**src/source/scope_pkg.sv**
```systemverilog
package scope_pkg;

    // One audio sample as it arrives from the outside
    typedef logic signed [15:0] sample_t;

    // One stored sample in offset binary, 0 is the most negative level
    typedef logic [7:0] pixel_t;

    // Position of a sample inside one bank of the waveform RAM
    typedef logic [7:0] addr_t;

    // Capture FSM, ARMED looks for a crossing and WAIT holds a finished frame
    typedef enum logic [1:0] {
        ARMED  = 2'd0,
        ACTIVE = 2'd1,
        WAIT   = 2'd2
    } capture_state_t;

    typedef struct packed {
        logic   enable;     // Write strobe for this cycle
        logic   bank;       // Bank that the capture side owns
        addr_t  addr;       // Sample index inside the bank
        pixel_t data;       // Converted sample
    } ram_write_t;

    typedef struct packed {
        logic   valid;      // Beat present on the display link
        addr_t  index;      // Sample index within the frame
        pixel_t value;      // Stored sample value
        logic   last;       // Final beat of the frame
    } display_beat_t;

    // Top byte with the sign flipped maps -32768 to 0 and 0 to 128
    function automatic pixel_t to_pixel(input sample_t sample);
        return {~sample[15], sample[14:8]};
    endfunction

endpackage

```
**src/source/wave_capture.sv**
```systemverilog
`timescale 1ns/1ps

module wave_capture #(
    parameter int WAVE_DEPTH_LOG2 = 8
) (
    input  logic                  clk,
    input  logic                  reset,
    input  logic                  sample_valid,
    input  scope_pkg::sample_t    sample_in,
    input  logic                  swap,
    output scope_pkg::ram_write_t ram_write,
    output logic                  write_bank,
    output logic                  frame_ready
);
    import scope_pkg::*;

    capture_state_t             state;
    logic                       prev_sign;  // Sign bit of the last accepted sample
    logic [WAVE_DEPTH_LOG2-1:0] count;      // Index that the next write goes to
    logic                       trigger;    // Crossing seen on an accepted sample
    logic                       write_now;  // Current sample goes into the RAM

    // A negative sample followed by a nonnegative one arms the capture
    assign trigger = (state == ARMED) && sample_valid && prev_sign && !sample_in[15];

    // The triggering sample is already part of the frame
    assign write_now = trigger || ((state == ACTIVE) && sample_valid);

    // Writes follow the input in the same cycle
    always_comb begin
        ram_write.enable = write_now;
        ram_write.bank   = write_bank;          // Capture always fills its own bank
        ram_write.addr   = addr_t'(count);
        ram_write.data   = to_pixel(sample_in);
    end

    assign frame_ready = (state == WAIT);       // Level to the reader while a frame is held

    always_ff @(posedge clk) begin
        if (reset) begin
            state      <= ARMED;
            prev_sign  <= 1'b0;
            count      <= '0;
            write_bank <= 1'b1;                 // Reader starts on bank 0
        end else begin
            // The crossing detector sees every accepted sample in every state
            if (sample_valid) begin
                prev_sign <= sample_in[15];
            end

            // Counter wraps back to zero after the last index
            if (write_now) begin
                count <= count + 1'b1;
            end

            case (state)
                ARMED: begin
                    if (trigger) begin
                        state <= ACTIVE;        // Index 0 was written this cycle
                    end
                end
                ACTIVE: begin
                    if (sample_valid && (&count)) begin
                        state <= WAIT;          // Last index written and the frame is complete
                    end
                end
                WAIT: begin
                    // Reader took the frame, so move on to the other bank
                    if (swap) begin
                        state      <= ARMED;
                        write_bank <= ~write_bank;
                    end
                end
                default: begin
                    state <= ARMED;
                end
            endcase
        end
    end

    // Only a running capture or its triggering sample may touch the RAM
    // and a new frame always opens at index 0
    a_write_window: assert property (
        @(posedge clk) disable iff (reset)
        ram_write.enable |-> (state == ACTIVE) ||
            ((state == ARMED) && (ram_write.addr == '0))
    );

    // The reader must not take the bank away while it is still being filled
    a_swap_in_wait: assert property (
        @(posedge clk) disable iff (reset)
        swap |-> (state == WAIT)
    );

endmodule

```
**src/source/wave_ram.sv**
```systemverilog
`timescale 1ns/1ps

module wave_ram #(
    parameter int WAVE_DEPTH_LOG2 = 8
) (
    input  logic                  clk,
    input  scope_pkg::ram_write_t ram_write,
    input  logic [WAVE_DEPTH_LOG2:0] read_addr,    // Bank in the top bit, index below
    output scope_pkg::pixel_t     read_data
);
    import scope_pkg::*;

    // Two banks of one frame each
    localparam int WORDS = 2 << WAVE_DEPTH_LOG2;

    pixel_t                   mem [WORDS];
    logic [WAVE_DEPTH_LOG2:0] write_addr;

    // Same layout as the read side so both banks share one array
    assign write_addr = {ram_write.bank, ram_write.addr[WAVE_DEPTH_LOG2-1:0]};

    // Write lands on the clock edge
    always_ff @(posedge clk) begin
        if (ram_write.enable) begin
            mem[write_addr] <= ram_write.data;
        end
    end

    // Registered read, data shows up one clock after the address
    always_ff @(posedge clk) begin
        read_data <= mem[read_addr];
    end

    // Capture and reader never share a bank, so reads and writes
    // in the same cycle always hit different halves of the array

endmodule

```
**src/source/wave_reader.sv**
```systemverilog
`timescale 1ns/1ps

module wave_reader #(
    parameter int WAVE_DEPTH_LOG2 = 8,
    parameter int DISPLAY_CREDITS = 4
) (
    input  logic                     clk,
    input  logic                     reset,
    input  logic                     frame_ready,
    input  logic                     write_bank,
    output logic                     swap,
    output logic [WAVE_DEPTH_LOG2:0] read_addr,
    input  scope_pkg::pixel_t        read_data,
    input  logic                     credit_return,
    output scope_pkg::display_beat_t beat
);
    import scope_pkg::*;

    localparam int CREDIT_BITS = $clog2(DISPLAY_CREDITS + 1);

    typedef enum logic {
        IDLE   = 1'b0,
        STREAM = 1'b1
    } reader_state_t;

    reader_state_t              state;
    logic [WAVE_DEPTH_LOG2:0]   issue_count;    // Top bit set once every index is issued
    logic [CREDIT_BITS-1:0]     credits;        // Credits not yet reserved by an issue
    logic                       issue;          // Address goes to the RAM this cycle
    logic                       pend_valid;     // RAM read in flight
    logic [WAVE_DEPTH_LOG2-1:0] pend_index;
    logic                       pend_last;

    // Take a finished frame as soon as the display side has gone quiet
    assign swap = frame_ready && (state == IDLE);

    // Capture has already toggled write_bank when streaming starts
    assign read_addr = {~write_bank, issue_count[WAVE_DEPTH_LOG2-1:0]};

    // One index per clock while credits remain, otherwise the address is held
    assign issue = (state == STREAM) && !issue_count[WAVE_DEPTH_LOG2] && (credits != '0);

    always_ff @(posedge clk) begin
        if (reset) begin
            state       <= IDLE;
            issue_count <= '0;
            credits     <= CREDIT_BITS'(DISPLAY_CREDITS);
        end else begin
            case (state)
                IDLE: begin
                    if (swap) begin
                        state       <= STREAM;
                        issue_count <= '0;      // Index 0 goes out on the next clock
                    end
                end
                STREAM: begin
                    if (issue) begin
                        issue_count <= issue_count + 1'b1;
                    end
                    if (beat.valid && beat.last) begin
                        state <= IDLE;          // Frame fully delivered
                    end
                end
                default: begin
                    state <= IDLE;
                end
            endcase

            // A credit is reserved at issue and comes back from the sink later
            case ({issue, credit_return})
                2'b10:   credits <= credits - 1'b1;
                2'b01:   credits <= credits + 1'b1;
                default: credits <= credits;
            endcase
        end
    end

    // Address stage then beat stage, so two indices can be in flight
    always_ff @(posedge clk) begin
        pend_index  <= issue_count[WAVE_DEPTH_LOG2-1:0];
        pend_last   <= &issue_count[WAVE_DEPTH_LOG2-1:0];
        beat.index  <= addr_t'(pend_index);
        beat.value  <= read_data;               // RAM output lines up with pend_index
        beat.last   <= pend_last;
        if (reset) begin
            pend_valid <= 1'b0;
            beat.valid <= 1'b0;
        end else begin
            pend_valid <= issue;
            beat.valid <= pend_valid;
        end
    end

    // Every beat on the link still holds the credit taken two clocks earlier
    a_beat_reserved: assert property (
        @(posedge clk) disable iff (reset)
        beat.valid |-> (credits < CREDIT_BITS'(DISPLAY_CREDITS))
    );

    // The sink cannot hand back more credits than it was given
    a_credit_bound: assert property (
        @(posedge clk) disable iff (reset)
        credits <= CREDIT_BITS'(DISPLAY_CREDITS)
    );

endmodule

```
**src/source/scope_capture_top.sv**
```systemverilog
`timescale 1ns/1ps

module scope_capture_top #(
    parameter int WAVE_DEPTH_LOG2 = 8,
    parameter int DISPLAY_CREDITS = 4
) (
    input  logic                     clk,
    input  logic                     reset,
    input  logic                     sample_valid,
    input  scope_pkg::sample_t       sample_in,
    input  logic                     credit_return,
    output scope_pkg::display_beat_t beat
);
    import scope_pkg::*;

    ram_write_t               ram_write;
    logic                     write_bank;   // Bank owned by the capture side
    logic                     frame_ready;  // Capture holds a complete frame
    logic                     swap;         // Reader takes the frame, one clock wide
    logic [WAVE_DEPTH_LOG2:0] read_addr;
    pixel_t                   read_data;

    // Producer with the trigger and bank ownership
    wave_capture #(.WAVE_DEPTH_LOG2(WAVE_DEPTH_LOG2)) u_capture (
        .clk          (clk),
        .reset        (reset),
        .sample_valid (sample_valid),
        .sample_in    (sample_in),
        .swap         (swap),
        .ram_write    (ram_write),
        .write_bank   (write_bank),
        .frame_ready  (frame_ready)
    );

    wave_ram #(.WAVE_DEPTH_LOG2(WAVE_DEPTH_LOG2)) u_ram (
        .clk       (clk),
        .ram_write (ram_write),
        .read_addr (read_addr),
        .read_data (read_data)
    );

    // Consumer streaming the finished bank under credits
    wave_reader #(
        .WAVE_DEPTH_LOG2 (WAVE_DEPTH_LOG2),
        .DISPLAY_CREDITS (DISPLAY_CREDITS)
    ) u_reader (
        .clk           (clk),
        .reset         (reset),
        .frame_ready   (frame_ready),
        .write_bank    (write_bank),
        .swap          (swap),
        .read_addr     (read_addr),
        .read_data     (read_data),
        .credit_return (credit_return),
        .beat          (beat)
    );

endmodule

```
**config.mk**
```make
export PLATFORM = sky130hd
export DESIGN_NAME = scope_capture_top
export DESIGN_NICKNAME = d
export VERILOG_FILES = /design/src/source/scope_pkg.sv /design/src/source/wave_capture.sv /design/src/source/wave_ram.sv /design/src/source/wave_reader.sv /design/src/source/scope_capture_top.sv
export SDC_FILE = /design/constraint.sdc
export NUM_CORES = 2
export LEC_CHECK = 0
export BUFFER_PORTS_ARGS = -buffer_cell sky130_fd_sc_hd__clkbuf_2
export CAP_MARGIN = 20
export CORE_ASPECT_RATIO = 0.7
export CORE_MARGIN = 1
export CORE_UTILIZATION = 40
export CTS_CLUSTER_DIAMETER = 30
export CTS_CLUSTER_SIZE = 20
export DETAILED_ROUTE_END_ITERATION = 8
export PLACE_DENSITY = 0.63
export SLEW_MARGIN = 5
export SYNTH_ARGS = -nofsm -noshare
export SYNTH_HDL_FRONTEND = slang
export SYNTH_SLANG_ARGS = --single-unit
export TNS_END_PERCENT = 30
```
**constraint.sdc**
```tcl
create_clock -name clk -period 16.6 [get_ports clk]
set_input_delay 3.32 -clock clk [delete_from_list [all_inputs] [get_ports clk]]
set_output_delay 3.32 -clock clk [all_outputs]
set_load 0.05 [all_outputs]
```
==> results.json <==
{
  "synth.net_count": 7708,
  "nFillCells": 32700,
  "power_per_cell_area_nw_per_um2": 126,
  "startpoint_type": "flop",
  "synth_cell_types": 77,
  "insertion_delay_ns": 0.94,
  "critPathSlowestCell": "buf_4",
  "fp.dieW_um": 762,
  "clock_skew_ns": 0.0418,
  "synth_top_family_by_area": "multiplexers",
  "final_common_cell": "edfxtp_1",
  "synthCells": 7681,
  "timing.final.crit_period_ns": 6.83,
  "grt_overflow_total": 0,
  "postCtsSetupRepairBufs": 0,
  "wl_um": 448000,
  "cts_sinks": 4157,
  "grt_pass1_vias": 80700,
  "cts_buffer_depth": 4,
  "ir_drop_mv": 0.122,
  "hold_class": "flop to flop",
  "final_cell_mix": "edfxtp_1 (4096), mux4_2 (940), nor2_1 (617), clkbuf_16 (546), mux2i_1 (418)",
  "critPathRequiredTime_ns": 17.39,
  "worst-setup-path-type": "flop to flop",
  "fin_ws_ns": 9.77,
  "ant_nets": 0,
  "drcViolationCount": 0,
  "dieArea_um2": 406000,
  "reg2reg_slack_ns": 9.77,
  "drv_slew": 0,
  "grt_max_degree": 200,
  "dp_hpwl_um": 265000,
  "cap_violations": 0,
  "rr_worst_depth": 12,
  "crit_chain": "buf_12 -> buf_4 -> buf_4 -> buf_12 -> mux4_2 -> nor2_1 -> nor2_1 -> a221oi_1 -> nor3_1 -> or4_1 -> nor2_1 -> a22oi_1",
  "rows": 194,
  "drt_iter0_drc": 13200,
  "hold_buffers": 0,
  "h-tree-depth": 6,
  "tns_ns": 0,
  "setup_violations": 0,
  "synth_enable_flop_cells": 4096,
  "start_util": 0.403,
  "io-pin-count": 38,
  "rsz0062_at_grt": "false",
  "cp_slowest_stage_delay_ns": 0.83,
  "io_buffers": 29,
  "via_per_inst": 6.08,
  "drive_gt1_frac": 0.246,
  "synth_area_um2": 162000,
  "gp_congestion": 0.842,
  "synth-xor-area-share": 0.000813,
  "syn_avg_cell_area_um2": 21.0,
  "hold_viol_final": 0,
  "synth-seq-cells": 4157,
  "cts_buffers": 529,
  "clockRootBuffer": "clkbuf_16",
  "synth-simple-area-share": 0.0255,
  "cp-end-kind": "flop",
  "drt-wirelength-per-cell_um": 32.8,
  "grt_use_total": 0.216,
  "synthFlopType": "edfxtp_1",
  "cts_tree": "yes",
  "whs_path_depth": 0,
  "final_nets": 7980,
  "syn2layout_area_growth_pct": 14.6,
  "cts.repair.resized": 0,
  "crit_arrival_ns": 7.63,
  "slew_headroom": 0.107,
  "r2r-end": "u_ram.read_data[0]",
  "yosysSeqAreaShare": 0.769,
  "vias": 83200,
  "tightestPinTransition_ns": 1.34,
  "power.leakage_nw": 55.6,
  "drt_first_pass_iters": 8,
  "die_h_um": 534,
  "min_to": "u_reader.beat[11]",
  "hp-start": "u_reader.pend_index[2]",
  "core_um2": 401000,
  "antenna_found_initial": 41,
  "crit_fanout": 97,
  "pre_cts_ws_ns": 9.58,
  "fmax_mhz": 146,
  "synth_compound_area_frac": 0.0272,
  "multi_input_area_um2": 34500,
  "rr_startpoint": "u_reader.issue_count[0]",
  "muxShareOfSynthArea": 0.158,
  "synth_adder_area_share": 0.000589,
  "postSynth.asyncResetShare": 0,
  "seq_area_um2": 124000,
  "yosys_warnings": 0,
  "grt_pass1_wl_um": 626000,
  "crit_top_cell": "nor2_1",
  "timing.final.crit_share": 0.411,
  "clk_pin_slew_worst_paths_ns": 0.06,
  "status": "complete, no violations"
}
## how the worst max path moves through the flow
| stage | start | endpoint | slack [ns] | cells after the start |
|---|---|---|---|---|
| after detailed placement | sample_in[15] | u_ram.mem[36][7] | 9.58 | 8 |
| after global routing | u_reader.issue_count[0] | u_ram.read_data[0] | 9.34 | 12 |
| after floorplan | sample_in[15] | u_ram.mem[0][7] | 6.47 | 1 |
| after global placement | sample_in[15] | u_ram.mem[261][6] | 9.68 | 8 |
| after CTS | u_reader.issue_count[0] | u_ram.read_data[0] | 9.72 | 12 |
| final | u_reader.issue_count[0] | u_ram.read_data[0] | 9.77 | 12 |
## layer usage
metal | GRT usage | routed length (um)
met2 | 0.305 | 192000
met4 | 0.0567 | 11700
met5 | 0 | 113
met1 | 0.327 | 184000
met3 | 0.0639 | 59900
## synth_stat cells, types with 18 or more instances
library cell / count / area [um^2]
edfxtp_1: 4096 / 123000
mux4_2: 940 / 21200
nor2_1: 621 / 2330
mux2i_1: 418 / 4180
clkbuf_1: 187 / 702
nand2_1: 177 / 664
buf_2: 143 / 716
a21oi_1: 133 / 666
o22ai_1: 83 / 519
o21ai_0: 71 / 355
a22oi_1: 68 / 510
dfxtp_1: 61 / 1220
buf_6: 58 / 653
a221oi_1: 54 / 473
nand3_1: 49 / 245
a211oi_1: 48 / 360
o221ai_1: 37 / 324
buf_4: 36 / 270
nor3_1: 35 / 175
nor2b_1: 34 / 213
o21ai_1: 28 / 140
buf_1: 27 / 101
o211ai_1: 23 / 173
buf_8: 21 / 315
a31oi_1: 18 / 113
## state kept, by name, indices dropped and copies added, names as in the netlist
name	cells
u_ram.read_data	8
u_reader.state	1
u_reader.pend_index	8
u_reader.issue_count	9
u_reader.pend_valid	1
u_capture.prev_sign	1
u_reader.pend_last	1
u_capture.state	2
u_capture.count	8
u_reader.credits	3
u_ram.mem	4096
u_capture.write_bank	1
u_reader.beat	18
## worst max-delay path: cells and delay by family (launching register included)
| family | cells | cell delay (ns) |
|---|---|---|
| buffers and inverters | 4 | 2.65 |
| flip-flops | 1 | 0.81 |
| AO/OA/AOI/OAI | 2 | 0.65 |
| multiplexers | 1 | 0.60 |
| AND/OR/NAND/NOR | 5 | 1.63 |
## logic make-up after synthesis
group / Yosys count
compound gates: 645
buf+inv: 501
fa+ha+maj: 7
flops: 4157
xor+xnor: 15
mux: 1372
simple gates: 984
## final cells by class
cell class | instances | share of cell area
antenna | 10 | 0.000135
clock buffer | 614 | 0.0754
clock inverter | 335 | 0.0210
inverter | 16 | 0.000439
multi-input combinational | 3023 | 0.186
sequential | 4157 | 0.671
tap | 5292 | 0.0358
timing repair buffer | 226 | 0.0102
## through the flow
stage / total power, W / instances / area, um^2 / utilization / hold slack, ns
2_1_floorplan: 0.0118 / 7681 / 162000 / - / 0.310
3_3_place_gp: 0.0119 / 12700 / 167000 / 0.418 / 0.313
3_5_place_dp: 0.0119 / 12700 / 167000 / 0.418 / 0.314
4_1_cts: 0.0235 / 13700 / 185000 / 0.462 / 0.325
5_1_grt: 0.0239 / 13700 / 185000 / 0.462 / 0.328
6_report: 0.0234 / 13700 / 185000 / 0.462 / 0.324
## power breakdown
| part | switching (W) | internal, W | total [W] | leakage, nW |
|---|---|---|---|---|
| combinational | 0.000187 | 0.0000143 | 0.000202 | 9.63 |
| sequential | 0.00000154 | 0.0115 | 0.0115 | 37.3 |
| clock | 0.00456 | 0.00707 | 0.0116 | 8.64 |
| total | 0.00475 | 0.0186 | 0.0234 | 55.6 |
Note: power is estimated with default switching activity, not from simulation.
